===== src/design/gnn_defs.svh =====
`ifndef GNN_DEFS_SVH
`define GNN_DEFS_SVH

// vector size, one feature per column and one output per row.
`define GNN_DIM 4

// data widths.
`define GNN_FEAT_W 16
`define GNN_WGT_W 8
`define GNN_ACC_W 32
`define GNN_DBG_W 32

// address widths follow from the vector size.
`define GNN_FADDR_W $clog2(`GNN_DIM)
`define GNN_WADDR_W (2 * `GNN_FADDR_W)

// largest positive result after saturation.
`define GNN_SAT_MAX ((2 ** (`GNN_FEAT_W - 1)) - 1)

// number of weights in the bank.
`define GNN_WGT_NUM (`GNN_DIM * `GNN_DIM)

`endif


===== src/design/gnn_pkg.sv =====
`default_nettype none

`include "gnn_defs.svh"

package gnn_pkg;

  typedef logic signed [`GNN_FEAT_W-1:0] feat_t;
  typedef logic signed [`GNN_WGT_W-1:0]  wgt_t;
  typedef logic signed [`GNN_ACC_W-1:0]  acc_t;

  typedef logic [`GNN_FADDR_W-1:0] faddr_t; // feature or row index.
  typedef logic [`GNN_WADDR_W-1:0] waddr_t; // {row, col}.

  typedef logic [`GNN_DBG_W-1:0] dbg_word_t;

  typedef enum logic [1:0] {
    ST_IDLE,
    ST_MAC,
    ST_WRITE
  } eng_state_t;

endpackage

`default_nettype wire


===== src/design/feat_mem.sv =====
`timescale 1ns/1ns
`default_nettype none

`include "gnn_defs.svh"

module feat_mem (
  input  wire logic                          clk,
  input  wire logic                          rst_n,
  input  wire logic                          feat_we_i,
  input  wire logic [`GNN_FADDR_W-1:0]       feat_addr_i,
  input  wire logic signed [`GNN_FEAT_W-1:0] feat_data_i,
  input  wire logic                          wgt_we_i,
  input  wire logic [`GNN_WADDR_W-1:0]       wgt_addr_i,
  input  wire logic signed [`GNN_WGT_W-1:0]  wgt_data_i,
  input  wire logic [`GNN_FADDR_W-1:0]       feat_idx_i,
  input  wire logic [`GNN_WADDR_W-1:0]       wgt_idx_i,
  output logic signed [`GNN_FEAT_W-1:0]      feat_o,
  output logic signed [`GNN_WGT_W-1:0]       wgt_o
);

  logic signed [`GNN_FEAT_W-1:0] feat_q [`GNN_DIM];
  logic signed [`GNN_WGT_W-1:0]  wgt_q  [`GNN_WGT_NUM];

  always_ff @(posedge clk or negedge rst_n) begin
    if (!rst_n) begin
      for (int i = 0; i < `GNN_DIM; i++) begin
        feat_q[i] <= '0;
      end
    end else if (feat_we_i) begin
      feat_q[feat_addr_i] <= feat_data_i;
    end
  end

  always_ff @(posedge clk or negedge rst_n) begin
    if (!rst_n) begin
      for (int i = 0; i < `GNN_WGT_NUM; i++) begin
        wgt_q[i] <= '0;
      end
    end else if (wgt_we_i) begin
      wgt_q[wgt_addr_i] <= wgt_data_i; // row-major.
    end
  end

  // read ports go straight into the multiplier.
  assign feat_o = feat_q[feat_idx_i];
  assign wgt_o  = wgt_q[wgt_idx_i];

endmodule

`default_nettype wire


===== src/design/dmvm_engine.sv =====
`timescale 1ns/1ns
`default_nettype none

`include "gnn_defs.svh"

module dmvm_engine (
  input  wire logic           clk,
  input  wire logic           rst_n,
  input  wire logic           start_i,
  input  wire gnn_pkg::feat_t feat_i,
  input  wire gnn_pkg::wgt_t  wgt_i,
  output gnn_pkg::faddr_t     feat_idx_o,
  output gnn_pkg::waddr_t     wgt_idx_o,
  output logic                h_wr_en_o,
  output gnn_pkg::faddr_t     h_wr_addr_o,
  output gnn_pkg::feat_t      h_wr_data_o,
  output logic                busy_o,
  output logic                done_o
);

  localparam gnn_pkg::faddr_t LAST_IDX = gnn_pkg::faddr_t'(`GNN_DIM - 1);

  gnn_pkg::eng_state_t state_q;
  gnn_pkg::faddr_t     row_q;
  gnn_pkg::faddr_t     col_q;
  gnn_pkg::acc_t       acc_q;
  gnn_pkg::acc_t       prod;
  gnn_pkg::feat_t      sat_data;
  logic                busy_q;
  logic                done_q;

  // signed operands, so the product is sign-extended to the accumulator.
  assign prod = feat_i * wgt_i;

  // relu then clip to the positive range of a feature word.
  always_comb begin
    if (acc_q < 0) begin
      sat_data = '0;
    end else if (acc_q > `GNN_SAT_MAX) begin
      sat_data = gnn_pkg::feat_t'(`GNN_SAT_MAX);
    end else begin
      sat_data = acc_q[`GNN_FEAT_W-1:0];
    end
  end

  always_ff @(posedge clk or negedge rst_n) begin
    if (!rst_n) begin
      state_q <= gnn_pkg::ST_IDLE;
      row_q   <= '0;
      col_q   <= '0;
      acc_q   <= '0;
      busy_q  <= 1'b0;
      done_q  <= 1'b0;
    end else begin
      done_q <= 1'b0;
      if (done_q) begin
        busy_q <= 1'b0; // busy drops one cycle after done.
      end
      case (state_q)
        gnn_pkg::ST_IDLE: begin
          if (start_i && !busy_q) begin
            state_q <= gnn_pkg::ST_MAC;
            busy_q  <= 1'b1;
            row_q   <= '0;
            col_q   <= '0;
            acc_q   <= '0;
          end
        end
        gnn_pkg::ST_MAC: begin
          acc_q <= acc_q + prod;
          col_q <= col_q + 1'b1; // wraps to column 0 for the next row.
          if (col_q == LAST_IDX) begin
            state_q <= gnn_pkg::ST_WRITE;
          end
        end
        gnn_pkg::ST_WRITE: begin
          acc_q <= '0;
          row_q <= row_q + 1'b1;
          if (row_q == LAST_IDX) begin
            state_q <= gnn_pkg::ST_IDLE;
            done_q  <= 1'b1;
          end else begin
            state_q <= gnn_pkg::ST_MAC;
          end
        end
        default: state_q <= gnn_pkg::ST_IDLE;
      endcase
    end
  end

  assign feat_idx_o  = col_q;
  assign wgt_idx_o   = {row_q, col_q};
  assign h_wr_en_o   = (state_q == gnn_pkg::ST_WRITE);
  assign h_wr_addr_o = row_q;
  assign h_wr_data_o = sat_data;
  assign busy_o      = busy_q;
  assign done_o      = done_q;

  // done marks the end of a run, back in idle with every row written.
  a_done_after_last_row : assert property (
    @(posedge clk) disable iff (!rst_n)
    done_o |-> busy_o && (state_q == gnn_pkg::ST_IDLE) && (row_q == '0)
  );

  // results are only written inside a run, from the write state.
  a_wr_in_write_state : assert property (
    @(posedge clk) disable iff (!rst_n)
    h_wr_en_o |-> (state_q == gnn_pkg::ST_WRITE) && busy_o && $past(busy_o)
  );

endmodule

`default_nettype wire


===== src/design/h_data_mem.sv =====
`timescale 1ns/1ns
`default_nettype none

`include "gnn_defs.svh"

module h_data_mem (
  input  wire logic            clk,
  input  wire logic            rst_n,
  input  wire logic            wr_en_i,
  input  wire gnn_pkg::faddr_t wr_addr_i,
  input  wire gnn_pkg::feat_t  wr_data_i,
  input  wire gnn_pkg::faddr_t rd_addr_i,
  output gnn_pkg::feat_t       rd_data_o
);

  gnn_pkg::feat_t mem_q [`GNN_DIM];
  gnn_pkg::feat_t rd_data_q;

  always_ff @(posedge clk or negedge rst_n) begin
    if (!rst_n) begin
      for (int i = 0; i < `GNN_DIM; i++) begin
        mem_q[i] <= '0;
      end
    end else if (wr_en_i) begin
      mem_q[wr_addr_i] <= wr_data_i;
    end
  end

  // host read, one cycle of latency.
  always_ff @(posedge clk or negedge rst_n) begin
    if (!rst_n) begin
      rd_data_q <= '0;
    end else begin
      rd_data_q <= mem_q[rd_addr_i];
    end
  end

  assign rd_data_o = rd_data_q;

endmodule

`default_nettype wire


===== src/design/debug_monitor.sv =====
`timescale 1ns/1ns
`default_nettype none

`include "gnn_defs.svh"

module debug_monitor (
  input  wire logic            clk,
  input  wire logic            rst_n,
  input  wire logic            start_i,
  input  wire logic            done_i,
  input  wire logic            busy_i,
  input  wire logic            feat_we_i,
  input  wire gnn_pkg::faddr_t feat_addr_i,
  input  wire gnn_pkg::faddr_t feat_limit_i,
  input  wire logic            h_wr_en_i,
  input  wire gnn_pkg::faddr_t h_wr_addr_i,
  input  wire gnn_pkg::feat_t  h_wr_data_i,
  input  wire gnn_pkg::faddr_t watch_addr_i,
  output gnn_pkg::dbg_word_t   flags_o,
  output gnn_pkg::dbg_word_t   capture_o,
  output gnn_pkg::dbg_word_t   rows_o
);

  logic start_seen;
  logic start_seen_q;
  logic done_seen;
  logic done_seen_q;
  logic feat_wr;
  logic feat_wr_q;
  logic feat_lim;
  logic feat_lim_q;
  logic watch_hit;

  gnn_pkg::feat_t     capture;
  gnn_pkg::feat_t     capture_q;
  gnn_pkg::dbg_word_t rows;
  gnn_pkg::dbg_word_t rows_q;

  // set on the event, then held until reset.
  assign start_seen = start_i ? 1'b1 : start_seen_q;
  assign done_seen  = done_i ? 1'b1 : done_seen_q;
  assign feat_wr    = feat_we_i ? 1'b1 : feat_wr_q;
  assign feat_lim   = (feat_we_i && (feat_addr_i >= feat_limit_i)) ? 1'b1 : feat_lim_q;

  always_ff @(posedge clk or negedge rst_n) begin
    if (!rst_n) begin
      start_seen_q <= 1'b0;
      done_seen_q  <= 1'b0;
      feat_wr_q    <= 1'b0;
      feat_lim_q   <= 1'b0;
    end else begin
      start_seen_q <= start_seen;
      done_seen_q  <= done_seen;
      feat_wr_q    <= feat_wr;
      feat_lim_q   <= feat_lim;
    end
  end

  assign watch_hit = h_wr_en_i && (h_wr_addr_i == watch_addr_i);
  assign capture   = watch_hit ? h_wr_data_i : capture_q;
  assign rows      = h_wr_en_i ? (rows_q + 1'b1) : rows_q; // one per result row.

  always_ff @(posedge clk or negedge rst_n) begin
    if (!rst_n) begin
      capture_q <= '0;
      rows_q    <= '0;
    end else begin
      capture_q <= capture;
      rows_q    <= rows;
    end
  end

  // busy is passed through live.
  assign flags_o   = gnn_pkg::dbg_word_t'({busy_i, feat_lim_q, feat_wr_q,
                                           done_seen_q, start_seen_q});
  assign capture_o = gnn_pkg::dbg_word_t'(capture_q); // sign-extends.
  assign rows_o    = rows_q;

  // the engine must not write results outside a run.
  a_wr_only_when_busy : assert property (
    @(posedge clk) disable iff (!rst_n)
    h_wr_en_i |-> busy_i
  );

endmodule

`default_nettype wire


===== src/design/gnn_layer_top.sv =====
`timescale 1ns/1ns
`default_nettype none

`include "gnn_defs.svh"

module gnn_layer_top (
  input  wire logic            clk,
  input  wire logic            rst_n,
  input  wire logic            feat_we_i,
  input  wire gnn_pkg::faddr_t feat_addr_i,
  input  wire gnn_pkg::feat_t  feat_data_i,
  input  wire logic            wgt_we_i,
  input  wire gnn_pkg::waddr_t wgt_addr_i,
  input  wire gnn_pkg::wgt_t   wgt_data_i,
  input  wire logic            start_i,
  input  wire gnn_pkg::faddr_t watch_addr_i,
  input  wire gnn_pkg::faddr_t feat_limit_i,
  input  wire gnn_pkg::faddr_t h_rd_addr_i,
  output logic                 busy_o,
  output logic                 done_o,
  output gnn_pkg::feat_t       h_rd_data_o,
  output gnn_pkg::dbg_word_t   dbg_flags_o,
  output gnn_pkg::dbg_word_t   dbg_capture_o,
  output gnn_pkg::dbg_word_t   dbg_rows_o
);

  gnn_pkg::faddr_t feat_idx;
  gnn_pkg::waddr_t wgt_idx;
  gnn_pkg::feat_t  feat_rd;
  gnn_pkg::wgt_t   wgt_rd;
  logic            h_wr_en;
  gnn_pkg::faddr_t h_wr_addr;
  gnn_pkg::feat_t  h_wr_data;

  feat_mem i_feat_mem (
    .clk         (clk),
    .rst_n       (rst_n),
    .feat_we_i   (feat_we_i),
    .feat_addr_i (feat_addr_i),
    .feat_data_i (feat_data_i),
    .wgt_we_i    (wgt_we_i),
    .wgt_addr_i  (wgt_addr_i),
    .wgt_data_i  (wgt_data_i),
    .feat_idx_i  (feat_idx),
    .wgt_idx_i   (wgt_idx),
    .feat_o      (feat_rd),
    .wgt_o       (wgt_rd)
  );

  dmvm_engine i_dmvm_engine (
    .clk         (clk),
    .rst_n       (rst_n),
    .start_i     (start_i),
    .feat_i      (feat_rd),
    .wgt_i       (wgt_rd),
    .feat_idx_o  (feat_idx),
    .wgt_idx_o   (wgt_idx),
    .h_wr_en_o   (h_wr_en),
    .h_wr_addr_o (h_wr_addr),
    .h_wr_data_o (h_wr_data),
    .busy_o      (busy_o),
    .done_o      (done_o)
  );

  h_data_mem i_h_data_mem (
    .clk       (clk),
    .rst_n     (rst_n),
    .wr_en_i   (h_wr_en),
    .wr_addr_i (h_wr_addr),
    .wr_data_i (h_wr_data),
    .rd_addr_i (h_rd_addr_i),
    .rd_data_o (h_rd_data_o)
  );

  debug_monitor i_debug_monitor (
    .clk          (clk),
    .rst_n        (rst_n),
    .start_i      (start_i),
    .done_i       (done_o),
    .busy_i       (busy_o),
    .feat_we_i    (feat_we_i),
    .feat_addr_i  (feat_addr_i),
    .feat_limit_i (feat_limit_i),
    .h_wr_en_i    (h_wr_en),
    .h_wr_addr_i  (h_wr_addr),
    .h_wr_data_i  (h_wr_data),
    .watch_addr_i (watch_addr_i),
    .flags_o      (dbg_flags_o),
    .capture_o    (dbg_capture_o),
    .rows_o       (dbg_rows_o)
  );

endmodule

`default_nettype wire


===== config.mk =====
export PLATFORM = sky130hd
export DESIGN_NAME = gnn_layer_top
export DESIGN_NICKNAME = d
export VERILOG_FILES = /design/src/design/gnn_pkg.sv /design/src/design/feat_mem.sv /design/src/design/dmvm_engine.sv /design/src/design/h_data_mem.sv /design/src/design/debug_monitor.sv /design/src/design/gnn_layer_top.sv
export VERILOG_INCLUDE_DIRS = /design/src /design/src/design
export SDC_FILE = /design/constraint.sdc
export NUM_CORES = 1
export LEC_CHECK = 0
export BUFFER_PORTS_ARGS = -buffer_cell sky130_fd_sc_hd__buf_2
export CORE_UTILIZATION = 62
export DETAILED_ROUTE_END_ITERATION = 10
export PLACE_DENSITY = 0.88
export REMOVE_ABC_BUFFERS = 1
export SYNTH_ARGS = -nofsm -noshare
export SYNTH_HDL_FRONTEND = slang
export SYNTH_SLANG_ARGS = --single-unit
export TNS_END_PERCENT = 1

===== constraint.sdc =====
create_clock -name clk -period 10.1 [get_ports clk]
set_input_delay 0.505 -clock clk [delete_from_list [all_inputs] [get_ports clk]]
set_output_delay 0.505 -clock clk [all_outputs]
set_load 0.02 [all_outputs]

Yosys cells after proc, flatten, opt, wreduce, memory -nomap -nowiden

Cells that the tools add are included.
Widths: inputs -> output; s select.

Multiplexer cells: 34
Reductions and logical operators: 15
Bitwise gates (word level): 6
Eq/ne operators: 7
Add/subtract/negate cells: 4
Magnitude comparators: 12
$mul: 1

Operator list:

| cell                  | number |
|---|---|
| $bwmux 128            | 1 |
| $bwmux 64             | 2 |
| $mux 16               | 8 |
| $pmux 32 s3           | 1 |
| $bmux 16 s2           | 2 |
| $demux 16 s2          | 2 |
| $add 32x1->32 const B | 1 |
| $add 32x32->32        | 1 |
| $bmux 8 s4            | 1 |
| $demux 8 s4           | 1 |
| $gt 32x16->1 const B  | 1 |
| $lt 32x1->1 const B   | 1 |
| $mux 32               | 1 |
| $mul 16x8->24         | 1 |
| $mux 8                | 3 |
| $ge 3x3->1 const B    | 4 |
| $not 2->3             | 4 |
| $ge 5x5->1 const B    | 2 |
| $not 4->5             | 2 |
| $pmux 2 s2            | 2 |
| $reduce_and 2->1      | 4 |
| $eq 2x2->1 const B    | 3 |
| $logic_and 1x1->1     | 6 |
| $lt 3x1->1 const B    | 2 |
| 13 further kinds      | 23 |

Bits of input ports: 41
Register bits: 364
Output and inout port bits: 114
Logic and storage cells: 116

Logic depth before layout (Yosys ltp)

Gate-level depths: netlist of run 1.

Word-level depth: 7
Gate-level depth with buffers: 36
Mapped depth without buffers: 33

Hierarchy

From an unflattened synthesis of run 1, not the netlist that was laid out.

Cells, all modules: 1,835
Area total of the unflattened synthesis: 22,106.2 µm²

Modules (own cells, without submodules):

| module        | cells each | seq. area each (µm²) | instances | area an instance (µm²) |
|---|---|---|---|---|
| feat_mem      | 520        | 4,804.6              | 1         | 8,550.7 |
| dmvm_engine   | 917        | 1,001.0              | 1         | 7,741.2 |
| h_data_mem    | 172        | 2,001.9              | 1         | 3,193.1 |
| debug_monitor | 226        | 1,301.2              | 1         | 2,621.3 |

Worst setup path before layout of run 1

No wires, ideal clock.

Path type: register -> register
Start: register i_dmvm_engine.col_q[0] (netlist: i_dmvm_engine.feat_idx_o[0])
End: register i_dmvm_engine.acc_q[30]
Stages on the path, launching flop included: 35
Period minus slack after synthesis: 8.078 ns
Slack: 2.022 ns
Data arrival time: 7.949 ns
Buffers on the path: 4
Data required time: 9.970 ns
Library setup time: 0.130 ns
Cells stage by stage: dfrtp_1 -> buf_2 -> buf_2 -> buf_2 -> mux4_2 -> nand2_1 -> nand3_1 -> o21ai_1 -> buf_2 -> nor2_1 -> fa_1 -> fa_1 -> fa_1 -> inv_1 -> fa_1 -> inv_1 -> ha_1 -> nor2b_1 -> o21a_1 -> o211a_1 -> o21a_1 -> o21a_1 -> a211o_1 -> o31ai_1 -> xnor2_1 -> ha_1 -> inv_1 -> o21ai_0 -> a21oi_1 -> o21bai_1 -> a221o_1 -> a31oi_1 -> o2111ai_1 -> xnor2_1 -> o21ai_1

Cells in the longest elaborated chain, start to end: 7
Elaborated cells on any way between the ends: 11
Classes of those cells: 1 x add/sub; 1 x mul; 7 x mux; 2 x bitwise

RTL lines:

| what                                                                  | line                           | source |
|---|---|---|
| start, declared                                                       | dmvm_engine.sv:25              | `gnn_pkg::faddr_t col_q;` |
| start signal, assigned                                                | dmvm_engine.sv:71              | `col_q <= col_q + 1'b1;` |
| $not 4->5 (not written as such) or $not 2->3 (tied branches)          | feat_mem.sv:46, feat_mem.sv:45 |  |
| $bmux 8 s4 or $bmux 16 s2 (tied branches)                             | feat_mem.sv:46, feat_mem.sv:45 |  |
| $mux 8 (not written as such) or $mux 16 (tied branches) (2 in series) | feat_mem.sv:46, feat_mem.sv:45 |  |
| $mul 16x8->24 *                                                       | dmvm_engine.sv:33              | `assign prod = feat_i * wgt_i;` |
| $add 32x32->32 *                                                      | dmvm_engine.sv:70              | `acc_q <= acc_q + prod;` |
| $pmux 32 s3 *                                                         | dmvm_engine.sv:59              | `case (state_q)` |
| end signal, assigned                                                  | dmvm_engine.sv:70              |  |
| end, declared                                                         | dmvm_engine.sv:26              | `gnn_pkg::acc_t acc_q;` |

Every way passes the cells marked *; elsewhere a longest branch is shown, timed or not. The select of a mux whose other input is x is not followed.
A chain may end at the register's enable or synchronous reset.

Final worst setup path of run 1

Same ends and word-level chain as after synthesis.

==> summary.md, run 1 <==
| Metric | Value |
|---|---|
| Result of the run | `complete, no violations` |
| Signed area change from the synthesized netlist to the final layout | `9.14%` |
| Initial antenna violation count | `1` |
| Pre-antenna DRT Iters | `5` |
| Count of inserted antenna diode cells | `0` |
| Core region area | `about 0.034 mm²` |
| Ports | `about 160` |
| Clk pin slew, worst setup/hold paths | `0.06 ns` |
| Area of the die | `0.0357 mm²` |
| # setup viols final | `0` |
| Number of cells in the design after placement | `2367` |
| Initial Utilization | `0.629` |
| Routed met2 length | `23500 µm` |
| Worst Hold Margin | `0.0119 ns` |
| Max Transition Viols Final | `0` |
| Final-layout fill cell count | `2365` |
| Cell class contributing the biggest share of worst-path delay | `adder cells` |
| Sequential area share after synthesis | `0.420` |
| Worst Path Arrival | `9.11 ns` |
| Clock insertion delay at the later pin of the skew report | `~0.55 ns` |
| Global-route wire length before repair | `76400 µm` |
| Routed len/inst | `18.7 µm` |
| Minimum clock period after layout | `8.73 ns` |
| Flip-flop and latch count after synthesis | `364` |
| Post-layout instance area | `0.0236 mm²` |
| Max Clock Skew | `0.0155 ns` |
| Slew of the pin with the lowest slew margin | `1.26 ns` |
| Global route overflow | `0` |
| Count of flip-flops with a built-in enable after synthesis | `0` |
| Worst Setup SP | `i_dmvm_engine.feat_idx_o[0]$_DFFE_PN0P_` |
| Final setup TNS | `0 ns` |
| Clock tree from TritonCTS | `built` |
| Number of rows in the core area | `68` |
| Mapped Cells | `1868` |
| Number of hold buffers added after CTS | `0` |
| Share of synthesized registers carrying an async set or reset | `1.00` |
| Vias post-DR | `around 14000` |
| Buffer levels on the longest clock path | `3` |
| Clock sink count | `364` |
| Area of the multi-input gates | `0.0114 mm²` |
| Remaining antenna violation count | `0` |
| Reported max-cap violation count | `0` |
| DR WL met3 | `2140 µm` |
| Count of different cell masters after synthesis | `61` |
| Post-layout nets | `2182` |
| Remaining max-slew budget at the tightest pin | `0.161` |
| Die span in y | `189 µm` |
| Highest Clock Rate | `115 MHz` |
| Via count normalized by instance count | `5.87` |
| CP max-delay cell | `sky130_fd_sc_hd__dfrtp_4` |
| HP Class | `input pin to async pin` |
| Largest net degree at the start of global routing | `approximately 190` |
| Top flip-flop cell by instance count after synthesis | `sky130_fd_sc_hd__dfrtp_1` |
| Post-detailed-route DRC marker count | `0` |
| Number of H-tree levels | `2` |
| Category of the most critical setup path | `flop to flop` |
| Highest net fanout along the worst path | `36` |
| Type of origin of the critical path | `flop` |
| Clock buffers created by TritonCTS | `39` |
| Mean cell area of the mapped netlist | `11.6 µm²` |
| Ys Warns | `0` |
| Highest metal used | `met5` |
| Vias in the first global route | `~15000` |
| Post-CTS Setup Inserts | `0` |
| CP Data Required Time | `10.48 ns` |
| CP bufs+invs | `5` |
| Worst reg2reg startpoint | `i_dmvm_engine.feat_idx_o[0]$_DFFE_PN0P_` |
| Hold violation count in the final report | `0` |
| Final std cells w/o fill | `2435` |
| Total cell area at the placement stage | `around 0.022 mm²` |
| Clock root buffer master | `sky130_fd_sc_hd__clkbuf_16` |
| Placed wire-length estimate | `roughly 32000 µm` |
| Post-route fraction of the period consumed by the critical path | `0.864` |
| Sequential cell area | `0.00911 mm²` |
| Ratio of cells with drive above 1 in the final layout | `0.243` |
| Number of resized instances in the post-cts repair step | `0` |
| Cell Area, Synth | `0.0217 mm²` |
| GRT Overall Usage | `0.266` |
| Setup repair after global routing missed its margin | `no` |
| Quantity of I/O buffers inserted on ports | `about 130` |
| Max stage delay on crit path | `0.90 ns` |
| Wire length after detailed routing | `45600 µm` |
| Final estimated routing congestion in global placement | `0.869` |
| 1st-iter DRT viols | `855` |
| Sort of element at the end of the critical path | `flop` |
| Horizontal extent of the die | `189 µm` |
| Wl on met1 | `18500 µm` |
[cell type report]
| type | count | share of cell area |
|---|---|---|
| Clock inverter | 16 | 0.00556 |
| Inverter | 167 | 0.0265 |
| Sequential cell | 364 | 0.385 |
| Timing Repair Buffer | 134 | 0.0301 |
| Tap cell | 455 | 0.0241 |
| Clock buffer | 52 | 0.0459 |
| Multi-Input combinational cell | 1247 | 0.483 |
[placed cells by master (no fill, tap or decap), types with 38 or more instances in the layout]
master and count:
sky130_fd_sc_hd__a21oi_1 38, sky130_fd_sc_hd__dfrtp_1 362, sky130_fd_sc_hd__buf_2 126, sky130_fd_sc_hd__xnor2_1 53
sky130_fd_sc_hd__o21ai_0 127, sky130_fd_sc_hd__ha_1 84, sky130_fd_sc_hd__and2_1 99, sky130_fd_sc_hd__nor2_1 55
sky130_fd_sc_hd__fa_1 104, sky130_fd_sc_hd__inv_1 166, sky130_fd_sc_hd__clkbuf_16 39, sky130_fd_sc_hd__nand2_1 171
sky130_fd_sc_hd__mux2_2 196, sky130_fd_sc_hd__mux4_2 71
[metrics by stage]
step | setup slack [ns] | util
2_1_floorplan | 0.560 | -
3_3_place_gp | 1.55 | 0.651
3_5_place_dp | 1.39 | 0.651
4_1_cts | 1.35 | 0.686
5_1_grt | 0.844 | 0.686
6_report | 1.37 | 0.686
[final timing paths]
check | end | slack (ns) | cells past startpoint
max | i_dmvm_engine.acc_q[30]$_DFFE_PN0P_ | 1.37 | 30
min | i_debug_monitor.rows_o[31]$_DFFE_PN0P_ | 0.01 | 1
max reg2reg | i_dmvm_engine.acc_q[30]$_DFFE_PN0P_ | 1.37 | 30
min reg2reg | i_debug_monitor.feat_lim_q$_DFFE_PN0P_ | 0.46 | 1
max in group asynchronous | i_feat_mem.feat_q[28]$_DFFE_PN0P_ | 7.74 | 3
min in group clk | i_debug_monitor.start_seen_q$_DFFE_PN0P_ | 0.19 | 2
[worst register-to-register path: cells and delay by family, from the launching register on]
kind | cells | cell delay, ns
xor+xnor | 2 | 0.34
simple gates | 2 | 0.40
fa+ha+maj | 6 | 2.78
mux | 1 | 0.65
flops | 1 | 0.90
compound gates | 14 | 2.76
buf+inv | 5 | 0.75
[cells in the mapped netlist (7+ instances only)]
cell | number | area share
sky130_fd_sc_hd__buf_2 | 7 | 0.0016
sky130_fd_sc_hd__and2_1 | 99 | 0.029
sky130_fd_sc_hd__o21bai_1 | 24 | 0.0083
sky130_fd_sc_hd__dfrtp_1 | 364 | 0.42
sky130_fd_sc_hd__nand3_1 | 17 | 0.0039
sky130_fd_sc_hd__buf_4 | 48 | 0.017
sky130_fd_sc_hd__mux2_2 | 196 | 0.10
sky130_fd_sc_hd__a211oi_1 | 7 | 0.0024
sky130_fd_sc_hd__xnor2_1 | 53 | 0.021
sky130_fd_sc_hd__ha_1 | 84 | 0.049
sky130_fd_sc_hd__nand2_1 | 171 | 0.030
sky130_fd_sc_hd__nand4_1 | 13 | 0.0038
sky130_fd_sc_hd__o21a_1 | 9 | 0.0031
sky130_fd_sc_hd__clkbuf_1 | 56 | 0.0097
sky130_fd_sc_hd__fa_1 | 104 | 0.096
sky130_fd_sc_hd__o21ai_0 | 127 | 0.029
sky130_fd_sc_hd__a21o_1 | 15 | 0.0052
sky130_fd_sc_hd__or2_2 | 7 | 0.0020
sky130_fd_sc_hd__o21ai_1 | 9 | 0.0021
sky130_fd_sc_hd__nand2b_1 | 14 | 0.0040
sky130_fd_sc_hd__inv_1 | 166 | 0.029
sky130_fd_sc_hd__nor2_1 | 55 | 0.0095
sky130_fd_sc_hd__xor2_1 | 29 | 0.012
sky130_fd_sc_hd__and3_1 | 10 | 0.0029
sky130_fd_sc_hd__a21oi_1 | 38 | 0.0088
sky130_fd_sc_hd__mux4_2 | 71 | 0.074
sky130_fd_sc_hd__nor2b_1 | 7 | 0.0020
[per-layer routing]
metal | vias to the layer above | global-route usage
met5 | - | 0
met4 | 2 | 0.101
met1 | 7313 | 0.346
met2 | 417 | 0.457
met3 | 105 | 0.0348
li1 | 6452 | -
[state kept, by name, indices dropped and copies added, names as in the netlist, 2 cells and up]
name	count
i_feat_mem.wgt_q	128
i_feat_mem.feat_q	64
i_h_data_mem.mem_q	64
i_debug_monitor.rows_o	32
i_dmvm_engine.acc_q	32
i_debug_monitor.capture_q	16
i_h_data_mem.rd_data_o	16
i_dmvm_engine.feat_idx_o	2
i_dmvm_engine.h_wr_addr_o	2
i_dmvm_engine.state_q	2
[cells by family after synthesis]
| logic type | share of synthesized area |
|---|---|
| flip-flops | 0.420 |
| AND/OR/NAND/NOR | 0.0946 |
| other | 0.000173 |
| XOR/XNOR | 0.0339 |
| adder cells (fa/ha/maj) | 0.145 |
| multiplexers | 0.176 |
| AO/OA/AOI/OAI | 0.0729 |
| buffers and inverters | 0.0577 |
Power of run 1 is left out: the tool's default activity adds up to more than one toggle a clock period on the data nets, which glitch-free logic cannot reach.
==> run 2: changes to the inputs <==
--- a/config.mk
+++ b/config.mk
@@ -7,10 +7,12 @@
 export NUM_CORES = 1
 export LEC_CHECK = 0
 export BUFFER_PORTS_ARGS = -buffer_cell sky130_fd_sc_hd__buf_2
+export CORE_MARGIN = 2
 export CORE_UTILIZATION = 62
 export DETAILED_ROUTE_END_ITERATION = 10
 export PLACE_DENSITY = 0.88
 export REMOVE_ABC_BUFFERS = 1
+export SKIP_CTS_REPAIR_TIMING = 1
 export SYNTH_ARGS = -nofsm -noshare
 export SYNTH_HDL_FRONTEND = slang
 export SYNTH_SLANG_ARGS = --single-unit
==> summary.md, run 2 (synthesis gave the netlist of run 1 again) <==
| Metric | Value |
|---|---|
| Clock tree from TritonCTS | `built` |
| Vias post-DR | `14400` |
| Signed area change from the synthesized netlist to the final layout | `9.67%` |
| Remaining max-slew budget at the tightest pin | `0.257` |
| Minimum clock period after layout | `9.15 ns` |
| Final setup TNS | `0 ns` |
| Number of cells in the design after placement | `approximately 2400` |
| Category of the most critical setup path | `flop to flop` |
| Sequential cell area | `roughly 0.0091 mm²` |
| Remaining antenna violation count | `0` |
| Biggest register | `i_feat_mem.wgt_q` |
| Clock insertion delay at the later pin of the skew report | `0.55 ns` |
| Buffer levels on the longest clock path | `3` |
| Clock sink count | `364` |
| Highest Clock Rate | `109 MHz` |
| Number of rows in the core area | `68` |
| Die span in y | `191 µm` |
| # setup viols final | `0` |
| Flip-flop count of the largest register, all copies and words added | `128` |
| HP Class | `input pin to async pin` |
| Core region area | `0.0345 mm²` |
| Area of the die | `0.0365 mm²` |
| CP max-delay cell | `sky130_fd_sc_hd__dfrtp_4` |
| Final std cells w/o fill | `~2400` |
| Result of the run | `complete, no violations` |
| Worst Path Arrival | `9.52 ns` |
| Number of H-tree levels | `2` |
| Reported max-cap violation count | `0` |
| CP Data Required Time | `10.47 ns` |
| Pre-antenna DRT Iters | `5` |
| Post-layout instance area | `0.0238 mm²` |
| Initial antenna violation count | `0` |
| Post-detailed-route DRC marker count | `0` |
| Final-layout fill cell count | `2329` |
| Highest net fanout along the worst path | `36` |
| Routed len/inst | `roughly 19 µm` |
| Placed wire-length estimate | `32100 µm` |
| Leading cell type in the layout, fill and taps excluded | `sky130_fd_sc_hd__dfrtp_1` |
| Clock buffers created by TritonCTS | `39` |
| 1st-iter DRT viols | `~900` |
| Post-route fraction of the period consumed by the critical path | `0.906` |
| Hold violation count in the final report | `0` |
| GRT Overall Usage | `0.261` |
| Max stage delay on crit path | `about 0.88 ns` |
| Global-route wire length before repair | `76100 µm` |
| Count of inserted antenna diode cells | `0` |
| Quantity of I/O buffers inserted on ports | `between 100 and 150` |
| Final estimated routing congestion in global placement | `0.881` |
| Initial Utilization | `0.629` |
| Total cell area at the placement stage | `0.0224 mm²` |
| Wire length after detailed routing | `46300 µm` |
| Post-layout nets | `2181` |
| Global route overflow | `0` |
| Ratio of cells with drive above 1 in the final layout | `0.243` |
| Clk pin slew, worst setup/hold paths | `about 0.060 ns` |
| Slew of the pin with the lowest slew margin | `1.11 ns` |
| Type of origin of the critical path | `flop` |
| Vias in the first global route | `between 15000 and 20000` |
| Largest net degree at the start of global routing | `between 150 and 200` |
| Max Clock Skew | `0.0256 ns` |
| Most used cells in the layout excluding fill and tap cells | `362 x sky130_fd_sc_hd__dfrtp_1, 196 x sky130_fd_sc_hd__mux2_2, 171 x sky130_fd_sc_hd__nand2_1, 166 x sky130_fd_sc_hd__inv_1, 127 x sky130_fd_sc_hd__o21ai_0` |
| Worst Hold Margin | `0.0929 ns` |
| Via count normalized by instance count | `5.89` |
| Max Transition Viols Final | `0` |
| Biggest registers after layout | `i_feat_mem.wgt_q (128), i_feat_mem.feat_q (64), i_h_data_mem.mem_q (64)` |
| Clock root buffer master | `sky130_fd_sc_hd__clkbuf_16` |
| Area of the multi-input gates | `0.0114 mm²` |
| Ports | `155` |
| Horizontal extent of the die | `191 µm` |
| Sort of element at the end of the critical path | `flop` |
| Setup repair after global routing missed its margin | `no` |
==> run 2: metal layers <==
layer | track usage | routed length (µm)
met5 | 0 | 0
met4 | 0.107 | 1630
met3 | 0.0327 | 2050
met2 | 0.455 | 23900
met1 | 0.333 | 18700
==> run 2: path summary, 6_finish.rpt <==
| check | start | to | slack, ns | cells after the start |
|---|---|---|---|---|
| max | i_dmvm_engine.feat_idx_o[0]$_DFFE_PN0P_ | i_dmvm_engine.acc_q[30]$_DFFE_PN0P_ | 0.95 | 30 |
| min | rst_n | i_debug_monitor.rows_o[24]$_DFFE_PN0P_ | 0.09 | 1 |
| max in group asynchronous | rst_n | i_feat_mem.feat_q[46]$_DFFE_PN0P_ | 8.54 | 2 |
| min in group clk | start_i | i_debug_monitor.start_seen_q$_DFFE_PN0P_ | 0.19 | 2 |
| min reg2reg | i_debug_monitor.done_seen_q$_DFFE_PN0P_ | i_debug_monitor.done_seen_q$_DFFE_PN0P_ | 0.46 | 1 |
| max reg2reg | i_dmvm_engine.feat_idx_o[0]$_DFFE_PN0P_ | i_dmvm_engine.acc_q[30]$_DFFE_PN0P_ | 0.95 | 30 |
==> run 2: metrics by stage <==
step / utilization / setup WS, ns
floorplan: - / 0.560
global placement: 0.651 / 1.32
detailed placement: 0.651 / 1.14
CTS: 0.690 / 1.03
global route: 0.690 / 0.457
finish: 0.690 / 0.952
==> run 2: area by class of cell <==
type,instances,area share
inverter,167,0.0264
multi-input combinational,1247,0.480
sequential,364,0.384
timing repair buffer,133,0.0296
tap,455,0.0240
clock buffer,51,0.0451
clock inverter,18,0.0112
==> run 2: critical path: cells and delay by family, from the launching register on <==
family / cells / cell delay (ns)
muxes: 1 / 0.58
DFF: 1 / 0.88
AOI/OAI and AO/OA: 11 / 3.34
xor gates and xnor gates: 2 / 0.29
buffers and inverters: 3 / 0.17
adders and majority gates: 6 / 2.74
and+or+nand+nor: 7 / 0.95
Power of run 2 is left out for the same reason.
